**config.mk**
```make
export PLATFORM = sky130hd
export DESIGN_NAME = axil_check_top
export DESIGN_NICKNAME = d
export VERILOG_FILES = /design/src/hdl/axil_pkg.sv /design/src/hdl/axil_arbiter.sv /design/src/hdl/axil_window_target.sv /design/src/hdl/axil_check_top.sv
export SDC_FILE = /design/constraint.sdc
export NUM_CORES = 1
export LEC_CHECK = 0
export BUFFER_PORTS_ARGS = -buffer_cell sky130_fd_sc_hd__buf_2
export CAP_MARGIN = 10
export CORE_AREA = 5 5 110 112
export DETAILED_ROUTE_END_ITERATION = 10
export DIE_AREA = 0 0 115 117
export GPL_TIMING_DRIVEN = 0
export PLACE_DENSITY = 0.53
export SLEW_MARGIN = 20
export SYNTH_ARGS = -nofsm -noshare
export SYNTH_HDL_FRONTEND = slang
export SYNTH_SLANG_ARGS = --single-unit
```
**constraint.sdc**
```tcl
create_clock -name seq -period 2.15 [get_ports seq]
set_input_delay 0.3225 -clock seq [delete_from_list [all_inputs] [get_ports seq]]
set_output_delay 0.3225 -clock seq [all_outputs]
set_load 0.05 [all_outputs]
```
**src/hdl/axil_pkg.sv**
```systemverilog
package axil_pkg;

    // Bus widths
    localparam int ADDR_W = 32;
    localparam int DATA_W = 32;
    localparam int STRB_W = DATA_W / 8;

    // Target window, WIN_BASE <= addr < WIN_END
    localparam logic [ADDR_W-1:0] WIN_BASE = 32'h4000_0000;
    localparam logic [ADDR_W-1:0] WIN_END  = 32'h4001_0000;

    // Only data word the target will take on a write
    localparam logic [DATA_W-1:0] MATCH_DATA = 32'h0000_FFFF;

    // AXI response codes
    typedef enum logic [1:0] {
        RESP_OKAY   = 2'd0,
        RESP_SLVERR = 2'd2,
        RESP_DECERR = 2'd3
    } resp_e;

    // Arbiter states, one whole transaction per grant
    typedef enum logic [1:0] {
        ARB_IDLE,
        ARB_WRITE,
        ARB_READ
    } arb_state_e;

    // Write address channel
    typedef struct packed {
        logic [ADDR_W-1:0] addr;
    } axil_aw_t;

    // Write data channel
    typedef struct packed {
        logic [DATA_W-1:0] data;
        logic [STRB_W-1:0] strb;
    } axil_w_t;

    // Write response channel
    typedef struct packed {
        resp_e resp;
    } axil_b_t;

    // Read address channel
    typedef struct packed {
        logic [ADDR_W-1:0] addr;
    } axil_ar_t;

    // Read data channel
    typedef struct packed {
        logic [DATA_W-1:0] data;
        resp_e             resp;
    } axil_r_t;

endpackage

```
**src/hdl/axil_arbiter.sv**
```systemverilog
`timescale 1ns/100ps

module axil_arbiter (
    input  logic               seq,
    input  logic               rst,

    // Manager 0
    input  axil_pkg::axil_aw_t m0_aw,
    input  logic               m0_aw_valid,
    output logic               m0_aw_ready,
    input  axil_pkg::axil_w_t  m0_w,
    input  logic               m0_w_valid,
    output logic               m0_w_ready,
    output axil_pkg::axil_b_t  m0_b,
    output logic               m0_b_valid,
    input  logic               m0_b_ready,
    input  axil_pkg::axil_ar_t m0_ar,
    input  logic               m0_ar_valid,
    output logic               m0_ar_ready,
    output axil_pkg::axil_r_t  m0_r,
    output logic               m0_r_valid,
    input  logic               m0_r_ready,

    // Manager 1
    input  axil_pkg::axil_aw_t m1_aw,
    input  logic               m1_aw_valid,
    output logic               m1_aw_ready,
    input  axil_pkg::axil_w_t  m1_w,
    input  logic               m1_w_valid,
    output logic               m1_w_ready,
    output axil_pkg::axil_b_t  m1_b,
    output logic               m1_b_valid,
    input  logic               m1_b_ready,
    input  axil_pkg::axil_ar_t m1_ar,
    input  logic               m1_ar_valid,
    output logic               m1_ar_ready,
    output axil_pkg::axil_r_t  m1_r,
    output logic               m1_r_valid,
    input  logic               m1_r_ready,

    // Target port
    output axil_pkg::axil_aw_t t_aw,
    output logic               t_aw_valid,
    input  logic               t_aw_ready,
    output axil_pkg::axil_w_t  t_w,
    output logic               t_w_valid,
    input  logic               t_w_ready,
    input  axil_pkg::axil_b_t  t_b,
    input  logic               t_b_valid,
    output logic               t_b_ready,
    output axil_pkg::axil_ar_t t_ar,
    output logic               t_ar_valid,
    input  logic               t_ar_ready,
    input  axil_pkg::axil_r_t  t_r,
    input  logic               t_r_valid,
    output logic               t_r_ready
);

    axil_pkg::arb_state_e state;
    logic                 gnt;
    logic [1:0]           ptr;

    logic [3:0]           req;
    logic [1:0]           pick;
    logic                 pick_found;
    logic                 wr_gnt;
    logic                 rd_gnt;

    // Request slots in rotation order: m0 write, m0 read, m1 write, m1 read
    assign req[0] = m0_aw_valid && m0_w_valid;
    assign req[1] = m0_ar_valid;
    assign req[2] = m1_aw_valid && m1_w_valid;
    assign req[3] = m1_ar_valid;

    // First pending slot at or after the pointer
    always_comb begin
        logic [1:0] idx;
        pick       = ptr;
        pick_found = 1'b0;
        for (int i = 3; i >= 0; i--) begin
            idx = ptr + 2'(i);
            if (req[idx]) begin
                pick       = idx;
                pick_found = 1'b1;
            end
        end
    end

    always_ff @(posedge seq) begin
        if (rst) begin
            state <= axil_pkg::ARB_IDLE;
            gnt   <= 1'b0;
            ptr   <= 2'd0;
        end else begin
            case (state)
                axil_pkg::ARB_IDLE: begin
                    if (pick_found) begin
                        // pick[1] selects the manager, pick[0] the direction
                        state <= pick[0] ? axil_pkg::ARB_READ : axil_pkg::ARB_WRITE;
                        gnt   <= pick[1];
                        ptr   <= pick + 2'd1;
                    end
                end
                axil_pkg::ARB_WRITE: begin
                    if (t_b_valid && t_b_ready) begin
                        state <= axil_pkg::ARB_IDLE;
                    end
                end
                axil_pkg::ARB_READ: begin
                    if (t_r_valid && t_r_ready) begin
                        state <= axil_pkg::ARB_IDLE;
                    end
                end
                default: begin
                    state <= axil_pkg::ARB_IDLE;
                end
            endcase
        end
    end

    assign wr_gnt = (state == axil_pkg::ARB_WRITE);
    assign rd_gnt = (state == axil_pkg::ARB_READ);

    // Granted manager onto the target
    assign t_aw       = gnt ? m1_aw : m0_aw;
    assign t_w        = gnt ? m1_w : m0_w;
    assign t_ar       = gnt ? m1_ar : m0_ar;
    assign t_aw_valid = wr_gnt && (gnt ? m1_aw_valid : m0_aw_valid);
    assign t_w_valid  = wr_gnt && (gnt ? m1_w_valid : m0_w_valid);
    assign t_ar_valid = rd_gnt && (gnt ? m1_ar_valid : m0_ar_valid);
    assign t_b_ready  = wr_gnt && (gnt ? m1_b_ready : m0_b_ready);
    assign t_r_ready  = rd_gnt && (gnt ? m1_r_ready : m0_r_ready);

    // Readies only reach the owner of the grant
    assign m0_aw_ready = wr_gnt && !gnt && t_aw_ready;
    assign m0_w_ready  = wr_gnt && !gnt && t_w_ready;
    assign m0_ar_ready = rd_gnt && !gnt && t_ar_ready;
    assign m1_aw_ready = wr_gnt && gnt && t_aw_ready;
    assign m1_w_ready  = wr_gnt && gnt && t_w_ready;
    assign m1_ar_ready = rd_gnt && gnt && t_ar_ready;

    // Response payload is shared, the valid picks the owner
    assign m0_b       = t_b;
    assign m1_b       = t_b;
    assign m0_r       = t_r;
    assign m1_r       = t_r;
    assign m0_b_valid = wr_gnt && !gnt && t_b_valid;
    assign m1_b_valid = wr_gnt && gnt && t_b_valid;
    assign m0_r_valid = rd_gnt && !gnt && t_r_valid;
    assign m1_r_valid = rd_gnt && gnt && t_r_valid;

endmodule

```
**src/hdl/axil_window_target.sv**
```systemverilog
`timescale 1ns/100ps

module axil_window_target (
    input  logic               seq,
    input  logic               rst,

    input  axil_pkg::axil_aw_t aw,
    input  logic               aw_valid,
    output logic               aw_ready,
    input  axil_pkg::axil_w_t  w,
    input  logic               w_valid,
    output logic               w_ready,
    output axil_pkg::axil_b_t  b,
    output logic               b_valid,
    input  logic               b_ready,

    input  axil_pkg::axil_ar_t ar,
    input  logic               ar_valid,
    output logic               ar_ready,
    output axil_pkg::axil_r_t  r,
    output logic               r_valid,
    input  logic               r_ready
);

    logic            wr_accept;
    logic            rd_accept;
    logic            wr_in_win;
    logic            rd_in_win;
    axil_pkg::resp_e wr_resp;

    function automatic logic in_window(input logic [axil_pkg::ADDR_W-1:0] addr);
        return (addr >= axil_pkg::WIN_BASE) && (addr < axil_pkg::WIN_END);
    endfunction

    // AW and W are taken in the same cycle, never one alone
    assign aw_ready  = aw_valid && w_valid && !b_valid;
    assign w_ready   = aw_ready;
    assign wr_accept = aw_valid && aw_ready;

    assign ar_ready  = ar_valid && !r_valid;
    assign rd_accept = ar_valid && ar_ready;

    assign wr_in_win = in_window(aw.addr);
    assign rd_in_win = in_window(ar.addr);

    // Decode error wins over a strobe error
    always_comb begin
        if (!wr_in_win || (w.data != axil_pkg::MATCH_DATA)) begin
            wr_resp = axil_pkg::RESP_DECERR;
        end else if (w.strb != {axil_pkg::STRB_W{1'b1}}) begin
            wr_resp = axil_pkg::RESP_SLVERR;
        end else begin
            wr_resp = axil_pkg::RESP_OKAY;
        end
    end

    // Write response
    always_ff @(posedge seq) begin
        if (rst) begin
            b_valid <= 1'b0;
        end else if (wr_accept) begin
            b_valid <= 1'b1;
        end else if (b_ready) begin
            b_valid <= 1'b0;
        end
    end

    always_ff @(posedge seq) begin
        if (wr_accept) begin
            b.resp <= wr_resp;
        end
    end

    // Read response
    always_ff @(posedge seq) begin
        if (rst) begin
            r_valid <= 1'b0;
        end else if (rd_accept) begin
            r_valid <= 1'b1;
        end else if (r_ready) begin
            r_valid <= 1'b0;
        end
    end

    always_ff @(posedge seq) begin
        if (rd_accept) begin
            if (rd_in_win) begin
                r.data <= axil_pkg::MATCH_DATA;
                r.resp <= axil_pkg::RESP_OKAY;
            end else begin
                r.data <= '0;
                r.resp <= axil_pkg::RESP_DECERR;
            end
        end
    end

endmodule

```
**src/hdl/axil_check_top.sv**
```systemverilog
`timescale 1ns/100ps

module axil_check_top (
    input  logic               seq,
    input  logic               rst,

    input  axil_pkg::axil_aw_t m0_aw,
    input  logic               m0_aw_valid,
    output logic               m0_aw_ready,
    input  axil_pkg::axil_w_t  m0_w,
    input  logic               m0_w_valid,
    output logic               m0_w_ready,
    output axil_pkg::axil_b_t  m0_b,
    output logic               m0_b_valid,
    input  logic               m0_b_ready,
    input  axil_pkg::axil_ar_t m0_ar,
    input  logic               m0_ar_valid,
    output logic               m0_ar_ready,
    output axil_pkg::axil_r_t  m0_r,
    output logic               m0_r_valid,
    input  logic               m0_r_ready,

    input  axil_pkg::axil_aw_t m1_aw,
    input  logic               m1_aw_valid,
    output logic               m1_aw_ready,
    input  axil_pkg::axil_w_t  m1_w,
    input  logic               m1_w_valid,
    output logic               m1_w_ready,
    output axil_pkg::axil_b_t  m1_b,
    output logic               m1_b_valid,
    input  logic               m1_b_ready,
    input  axil_pkg::axil_ar_t m1_ar,
    input  logic               m1_ar_valid,
    output logic               m1_ar_ready,
    output axil_pkg::axil_r_t  m1_r,
    output logic               m1_r_valid,
    input  logic               m1_r_ready
);

    // Shared target port
    axil_pkg::axil_aw_t t_aw;
    axil_pkg::axil_w_t  t_w;
    axil_pkg::axil_b_t  t_b;
    axil_pkg::axil_ar_t t_ar;
    axil_pkg::axil_r_t  t_r;
    logic               t_aw_valid;
    logic               t_aw_ready;
    logic               t_w_valid;
    logic               t_w_ready;
    logic               t_b_valid;
    logic               t_b_ready;
    logic               t_ar_valid;
    logic               t_ar_ready;
    logic               t_r_valid;
    logic               t_r_ready;

    axil_arbiter u_arbiter (
        .seq         (seq),
        .rst         (rst),
        .m0_aw       (m0_aw),
        .m0_aw_valid (m0_aw_valid),
        .m0_aw_ready (m0_aw_ready),
        .m0_w        (m0_w),
        .m0_w_valid  (m0_w_valid),
        .m0_w_ready  (m0_w_ready),
        .m0_b        (m0_b),
        .m0_b_valid  (m0_b_valid),
        .m0_b_ready  (m0_b_ready),
        .m0_ar       (m0_ar),
        .m0_ar_valid (m0_ar_valid),
        .m0_ar_ready (m0_ar_ready),
        .m0_r        (m0_r),
        .m0_r_valid  (m0_r_valid),
        .m0_r_ready  (m0_r_ready),
        .m1_aw       (m1_aw),
        .m1_aw_valid (m1_aw_valid),
        .m1_aw_ready (m1_aw_ready),
        .m1_w        (m1_w),
        .m1_w_valid  (m1_w_valid),
        .m1_w_ready  (m1_w_ready),
        .m1_b        (m1_b),
        .m1_b_valid  (m1_b_valid),
        .m1_b_ready  (m1_b_ready),
        .m1_ar       (m1_ar),
        .m1_ar_valid (m1_ar_valid),
        .m1_ar_ready (m1_ar_ready),
        .m1_r        (m1_r),
        .m1_r_valid  (m1_r_valid),
        .m1_r_ready  (m1_r_ready),
        .t_aw        (t_aw),
        .t_aw_valid  (t_aw_valid),
        .t_aw_ready  (t_aw_ready),
        .t_w         (t_w),
        .t_w_valid   (t_w_valid),
        .t_w_ready   (t_w_ready),
        .t_b         (t_b),
        .t_b_valid   (t_b_valid),
        .t_b_ready   (t_b_ready),
        .t_ar        (t_ar),
        .t_ar_valid  (t_ar_valid),
        .t_ar_ready  (t_ar_ready),
        .t_r         (t_r),
        .t_r_valid   (t_r_valid),
        .t_r_ready   (t_r_ready)
    );

    axil_window_target u_target (
        .seq      (seq),
        .rst      (rst),
        .aw       (t_aw),
        .aw_valid (t_aw_valid),
        .aw_ready (t_aw_ready),
        .w        (t_w),
        .w_valid  (t_w_valid),
        .w_ready  (t_w_ready),
        .b        (t_b),
        .b_valid  (t_b_valid),
        .b_ready  (t_b_ready),
        .ar       (t_ar),
        .ar_valid (t_ar_valid),
        .ar_ready (t_ar_ready),
        .r        (t_r),
        .r_valid  (t_r_valid),
        .r_ready  (t_r_ready)
    );

endmodule

```
==> impl_metrics.yaml, run 1 <==
outcome:
  status: "finished clean"
power_and_ir_drop:
  peakVddDrop_mv: 0.453
  total_leakage_power_nw: 1.60
  pwr_density_cell_nw_per_um2: 661
logic_synthesis:
  postSynthRegisterBits: 11
  synth_largest_area_cell: "sky130_fd_sc_hd__buf_4"
  postSynth.asyncResetShare_pct: 0
  synth_top_cell_area_share_pct: 34.2
  synth_area_in_compound_gates_pct: 12.3
  dominant_combinational_cell_family_by_area_after_synthesis: "buffers and inverters"
  synth-simple-area-share_pct: 30.3
  ys.flop_type: "sky130_fd_sc_hd__dfxtp_1"
  synth.top_cells.by_count: "70 x sky130_fd_sc_hd__buf_4, 14 x sky130_fd_sc_hd__nor4_1, 12 x sky130_fd_sc_hd__nor2_1"
  share_of_synthesized_area_occupied_by_flip_flops_and_latches_pct: 16.9
  syn-cell-area_um2: 1540
  synth.avg_cell_area_um2: 7.73
  synth_mux_area_share_pct: 3.34
  post_synth_inst_count: 199
  yosysUniqueCellTypes: 41
  synth_fa_ha_area_share_pct: 0
  yosys_warnings: 0
  yosys.cell_count.top_type: "sky130_fd_sc_hd__buf_4"
  yosys-top-cells-area: "sky130_fd_sc_hd__buf_4 34%, sky130_fd_sc_hd__dfxtp_1 9.1%, sky130_fd_sc_hd__edfxtp_1 7.8%, sky130_fd_sc_hd__nor4_1 5.7%, sky130_fd_sc_hd__nand4_1 3.3%"
  synthXorXnorAreaFrac_pct: 0.570
  synth-edff-count: 4
setup_path:
  criticalPathCategory: "flop to output pin"
  worst_setup_path_startpoint: "u_arbiter.gnt$_SDFFE_PP0P_"
  setup.reg_to_reg.worst_slack_ns: 0.42
  worst_ep_required_time_ns: 1.83
  max_stage_delay_ns: 0.36
  timing.critical_path.arrival_ns: 1.73
  cp_startpoint_kind: "flop"
  r2r_end: "u_target.b[1]$_SDFFCE_PP1P_"
  critical_path_peak_fanout: 3
  r2r_cells: 5
  timing.critical_path.mode_cell: "sky130_fd_sc_hd__buf_4"
  critPathSlowestCell: "sky130_fd_sc_hd__mux2_2"
  worstPathCellList: "clkinvlp_4, mux2_2, nor3_4, inv_2, nor3_2, buf_4, buf_4"
  worst_setup_path_end_kind: "output pin"
  worst_r2r_startpoint: "u_arbiter.gnt$_SDFFE_PP0P_"
sta:
  slew-limit-headroom_pct: 61.6
  clock-skew-final_ns: 0.00227
  max_clock_freq_mhz: 486
  timing.final.crit_share_pct: 95.6
  finalHoldViolations: 0
  timing.final.setup_violations: 0
  slew_violations: 0
  tightestPinTransition_ns: 0.577
  rsz0062_at_grt: "false"
  post-route-worst-setup-slack_ns: 0.0940
  fin_crit_ns: 2.06
  totalNegativeSetupSlack_ns: 0
die:
  die_area_um2: 13500
  floorplan.core_area_um2: 11100
  dieHeight_um: 117
  io_pins: 294
  rows: 39
  initial_core_util_pct: 13.8
  dieWidth_um: 115
clocking:
  worst_setup_hold_path_clk_slew_ns: 0.04
  clk_root_buffer_cell: "sky130_fd_sc_hd__clkbuf_16"
  h_tree_depth: 1
  tritoncts.num_buffers: 3
  clk-insertion-delay-late_ns: 0.24
  clock-sinks: 11
  clockBufferDepth: 2
  clock_tree_from_tritoncts: "yes"
worst_hold_path:
  timing.hold.worst_path_depth: 2
  timing.hold.worst.class: "input pin to flop"
  hold_path_start: "rst"
  timing.hold.worst_endpoint: "u_arbiter.gnt$_SDFFE_PP0P_"
routing:
  first_iter_violations: 45
  totalWireLength_mm: 6.50
  detailedRoute.firstPassIterationCount: 4
  drc_errors: 0
  antenna_left: 0
  via_count: 2135
  avgRoutedWirePerCell_um: 11.3
  avgViaCountPerCell: 3.70
placement:
  gpl.final_weighted_congestion: 0.752
  numPortBuffers: 197
  detailed_place_hpwl_mm: 5.79
  dp_worst_slack_ns: -0.255
grt:
  first_pass_grt_wire_length_mm: 8.85
  grt_util_overall_pct: 8.07
  largest_net_degree_at_the_start_of_global_routing: 33
  via_count_of_the_first_global_routing_pass: 1857
  grt_overflow: 0
  initial_antenna_violation_count: 0
finish:
  num-fill-cells: 1203
  antenna_cells_inserted: 0
  area_delta_synth_final_pct: 93.8
  final_nets: 647
  share_of_final_layout_standard_cells_stronger_than_drive_strength_1_pct: 65.9
flow_run:
  drv.max_cap_violation_count: 0
cell usage in the layout, fill, tap and decap left out, types with 2 or more instances in the layout:
master and count:
sky130_fd_sc_hd__inv_1 4, sky130_fd_sc_hd__nor4_1 14, sky130_fd_sc_hd__edfxtp_1 4, sky130_fd_sc_hd__nand4b_1 4, sky130_fd_sc_hd__buf_6 3, sky130_fd_sc_hd__or4_1 3, sky130_fd_sc_hd__nand2b_1 5, sky130_fd_sc_hd__o21bai_1 2
sky130_fd_sc_hd__nor3_1 6, sky130_fd_sc_hd__nand3_1 5, sky130_fd_sc_hd__conb_1 32, sky130_fd_sc_hd__nor4b_1 5, sky130_fd_sc_hd__buf_2 194, sky130_fd_sc_hd__mux2i_1 3, sky130_fd_sc_hd__nand2_1 6, sky130_fd_sc_hd__o22ai_1 3
sky130_fd_sc_hd__o21ai_0 2, sky130_fd_sc_hd__a21oi_1 5, sky130_fd_sc_hd__nor3_4 2, sky130_fd_sc_hd__a211oi_2 2, sky130_fd_sc_hd__dfxtp_1 6, sky130_fd_sc_hd__nor4bb_1 2, sky130_fd_sc_hd__nand4_1 8, sky130_fd_sc_hd__nor2_1 12
sky130_fd_sc_hd__buf_4 75, sky130_fd_sc_hd__clkbuf_16 3
sequential cells by signal, summed over array words and instances, names as in the netlist:
name	flops
u_target.b_valid	1
u_target.r	2
u_target.b	2
u_arbiter.state	2
u_arbiter.gnt	1
u_target.r_valid	1
u_arbiter.ptr	2
critical path: cells and delay by family (launching register included):
family	cells	cell delay, ns
AND/OR/NAND/NOR	2	0.35
multiplexers	1	0.36
flip-flops	1	0.32
buffers and inverters	4	0.46
how the worst max path moves through the flow:
| stage | to | cells after the start |
|---|---|---|
| after floorplan | m0_ar_ready | 4 |
| after global placement | m1_w_ready | 7 |
| after detailed placement | m1_w_ready | 7 |
| after CTS | m1_w_ready | 7 |
| after global routing | m0_w_ready | 7 |
| final | m0_w_ready | 7 |
area by class of cell:
type / instances / area [um^2] / share of cell area, %
plain buffers: 72 / 542 / 18.2
flip-flops and latches: 11 / 262 / 8.77
multi-input cells: 141 / 867 / 29.1
repair buffers: 200 / 1030 / 34.4
clock buffers: 4 / 78.8 / 2.64
inverters: 6 / 26.3 / 0.882
well taps: 143 / 179 / 6.00
per-stage QoR:
step           std cells  hold slack (ns)  total power, mW  util (%)  instance area, um^2
2_1_floorplan        230            0.392             1.27         -                 1680
5_1_grt              577            0.348             2.11      26.8                 2980
4_1_cts              576            0.328             1.98      26.6                 2960
6_report             577            0.337             1.97      26.8                 2980
3_3_place_gp         570            0.486             1.59      25.6                 2840
3_5_place_dp         570            0.504             1.60      25.6                 2840
repair_timing:
action / 4_1_cts / 5_1_grt
setup endpoints to repair: 6 / 13
resized for setup: 9 / 2
pin swaps: 1 / 1
setup buffers: 2 / 1
hold buffers: 0 / 0
per-layer routing:
metal / track usage, % / part of all wire [%] / wire (um)
met1: 11.3 / 41 / 2660
met5: 0 / 0 / 0
met3: 2.01 / 12 / 804
met4: 0.469 / 0 / 0
met2: 13.2 / 47 / 3030
where the power goes:
group	total (mW)	internal (mW)	switching [mW]
clock	0.343	0.249	0.0933
combinational	1.28	0.466	0.814
sequential	0.349	0.274	0.0753
cell families (layout without fill, tap and decap cells):
family / count (synthesis) / in the layout
multiplexers: 5 / 5
flip-flops: 11 / 11
AND/OR/NAND/NOR: 78 / 78
other: 1 / 32
buffers and inverters: 78 / 282
AO/OA/AOI/OAI: 25 / 25
XOR/XNOR: 1 / 1
(Power assumes the default switching activity.)
==> inputs of run 2 (changes only) <==
--- a/config.mk
+++ b/config.mk
@@ -5,9 +5,10 @@
 export SDC_FILE = /design/constraint.sdc
 export NUM_CORES = 1
 export LEC_CHECK = 0
-export BUFFER_PORTS_ARGS = -buffer_cell sky130_fd_sc_hd__buf_2
+export BUFFER_PORTS_ARGS = -buffer_cell sky130_fd_sc_hd__buf_4
 export CAP_MARGIN = 10
 export CORE_AREA = 5 5 110 112
+export CTS_CLUSTER_SIZE = 20
 export DETAILED_ROUTE_END_ITERATION = 10
 export DIE_AREA = 0 0 115 117
 export GPL_TIMING_DRIVEN = 0
==> run 2 against run 1 <==
Clock power about the same. Critical path depth unchanged. Combinational power up 10%. Sequential power up 3%. Critical path type unchanged. Wire length up 6.5%.
==> impl_metrics.yaml, run 2 (synthesis results as in run 1) <==
outcome:
  status: "finished clean"
grt:
  grt_overflow: 0
  initial_antenna_violation_count: 0
  first_pass_grt_wire_length_mm: 9.71
  via_count_of_the_first_global_routing_pass: 2009
  largest_net_degree_at_the_start_of_global_routing: 33
  grt_util_overall_pct: 8.95
finish:
  final_core_util_pct: 31.1
  share_of_final_layout_standard_cells_stronger_than_drive_strength_1_pct: 65.6
  area_delta_synth_final_pct: 125
  final_cell_area_um2: 3460
  final_nets: 646
  mostFrequentLayoutCell: "sky130_fd_sc_hd__buf_4"
  antenna_cells_inserted: 0
  layout.cells.most_common_list: "267 x sky130_fd_sc_hd__buf_4, 32 x sky130_fd_sc_hd__conb_1, 14 x sky130_fd_sc_hd__nor4_1"
power_and_ir_drop:
  power_switching_share_pct: 47.1
  power.internal_mw: 1.12
  power.share.clock_pct: 16.3
  power_spent_charging_and_discharging_nets_mw: 0.995
  pwr_density_cell_nw_per_um2: 611
  seq_power_share_pct: 17.0
  total_leakage_power_nw: 1.76
  post-layout-total-power_mw: 2.11
  combinational_power_share_pct: 66.6
  peakVddDrop_mv: 0.401
sta:
  clock-skew-final_ns: 0.00127
  totalNegativeSetupSlack_ns: 0
  tightestPinTransition_ns: 0.942
  slew-limit-headroom_pct: 37.2
  timing.final.setup_violations: 0
  timing.final.crit_share_pct: 95.5
  slew_violations: 0
  max_clock_freq_mhz: 487
  rsz0062_at_grt: "false"
  fin_crit_ns: 2.05
  finalHoldViolations: 0
  finalHoldWorstSlack_ns: 0.286
routing:
  antenna_left: 0
  met2_wl_post_dr_mm: 3.29
  maxUsedRoutingLayer: "met4"
  first_iter_violations: 39
  via_count: 2128
  wl_met1_mm: 2.72
  wl_met3_um: 889
  avgViaCountPerCell: 3.69
  totalWireLength_mm: 6.93
  drc_errors: 0
  avgRoutedWirePerCell_um: 12.0
  detailedRoute.firstPassIterationCount: 4
die:
  die_area_um2: 13500
  io_pins: 294
  initial_core_util_pct: 13.8
  rows: 39
  dieHeight_um: 117
  floorplan.core_area_um2: 11100
  dieWidth_um: 115
setup_path:
  r2r_end: "u_target.r[16]$_DFFE_PP_"
  setup.reg_to_reg.worst_slack_ns: 0.43
  worst_ep_required_time_ns: 1.83
  critical_path_peak_fanout: 3
  timing.critical_path.arrival_ns: 1.73
  worst_setup_path_end_kind: "output pin"
  cp_startpoint_kind: "flop"
  worst_r2r_startpoint: "u_arbiter.gnt$_SDFFE_PP0P_"
  criticalPathCategory: "flop to output pin"
  r2r_cells: 4
placement:
  detailed_place_hpwl_mm: 6.20
  gpl.final_weighted_congestion: 0.719
  numPortBuffers: 197
  postPlaceCellArea_um2: 3340
clocking:
  tritoncts.num_buffers: 3
  clock_tree_from_tritoncts: "yes"
  worst_setup_hold_path_clk_slew_ns: 0.04
  clock-sinks: 11
  clk-insertion-delay-late_ns: 0.24
  h_tree_depth: 1
  clk_root_buffer_cell: "sky130_fd_sc_hd__clkbuf_16"
  hold_buffers: 0
  clockBufferDepth: 2
worst_hold_path:
  timing.hold.worst_endpoint: "u_arbiter.gnt$_SDFFE_PP0P_"
  hold_path_start: "rst"
  timing.hold.worst_path_depth: 2
  timing.hold.worst.class: "input pin to flop"
flow_run:
  drv.max_cap_violation_count: 0
==> run 2: changes by cell type in the layout (fill, tap and decap cells not counted) <==
cell	before	now
sky130_fd_sc_hd__nor3_4	2	3
sky130_fd_sc_hd__mux2i_1	3	4
sky130_fd_sc_hd__buf_2	194	0
sky130_fd_sc_hd__nor3_2	1	0
sky130_fd_sc_hd__mux2i_2	1	0
sky130_fd_sc_hd__buf_4	75	267
sky130_fd_sc_hd__clkbuf_4	0	1
==> run 2: layout make-up <==
class / count / area (um^2)
clock buffer: 4 / 78.8
fill: 1217 / 7660
multi-input combinational: 141 / 870
timing repair buffer: 199 / 1500
tap: 143 / 179
inverter: 6 / 26.3
buffer: 72 / 544
sequential: 11 / 262
==> run 2: worst max-delay path by stage <==
stage                                           from     endpoint  slack [ns]
after floorplan           u_arbiter.gnt$_SDFFE_PP0P_  m0_ar_ready       -0.46
after global placement    u_arbiter.gnt$_SDFFE_PP0P_   m1_w_ready       -0.17
after detailed placement  u_arbiter.gnt$_SDFFE_PP0P_   m1_w_ready       -0.18
after CTS                 u_arbiter.gnt$_SDFFE_PP0P_   m1_w_ready       0.002
after global routing      u_arbiter.gnt$_SDFFE_PP0P_   m1_w_ready        0.02
final                     u_arbiter.gnt$_SDFFE_PP0P_   m0_w_ready         0.1
==> run 2: per-stage QoR <==
stage / setup slack [ns] / instances
finish: 0.0963 / 576
global route: 0.0168 / 576
CTS: 0.00217 / 576
detailed placement: -0.184 / 570
global placement: -0.169 / 570
floorplan: -0.464 / 230
==> run 2: repair_timing <==
item,in CTS,in global routing
pin swaps,1,1
setup endpoints to repair,4,6
resized for setup,5,4
setup buffers,2,0
==> run 2: power groups by stage <==
stage | Sequential (mW) | Clock (mW) | Combinational, mW
floorplan | 0.352 | 0 | 0.919
global placement | 0.354 | 0 | 1.37
detailed placement | 0.356 | 0 | 1.38
CTS | 0.358 | 0.358 | 1.41
global route | 0.374 | 0.364 | 1.49
finish | 0.360 | 0.345 | 1.41
==> run 2: per-layer routing <==
metal | GRT usage (%) | vias to the layer above
met3 | 2.31 | 4
met4 | 0.939 | 0
met2 | 15.4 | 127
met1 | 11.7 | 896
li1 | - | 1101
met5 | 0 | -
==> run 2: critical path, cell delays in order, from the launching register on <==
cell	delay, ns
sky130_fd_sc_hd__dfxtp_2	0.32
sky130_fd_sc_hd__clkinvlp_4	0.07
sky130_fd_sc_hd__mux2_2	0.36
sky130_fd_sc_hd__nor3_4	0.22
sky130_fd_sc_hd__inv_2	0.09
sky130_fd_sc_hd__nor3_4	0.14
sky130_fd_sc_hd__buf_4	0.14
sky130_fd_sc_hd__buf_6	0.14
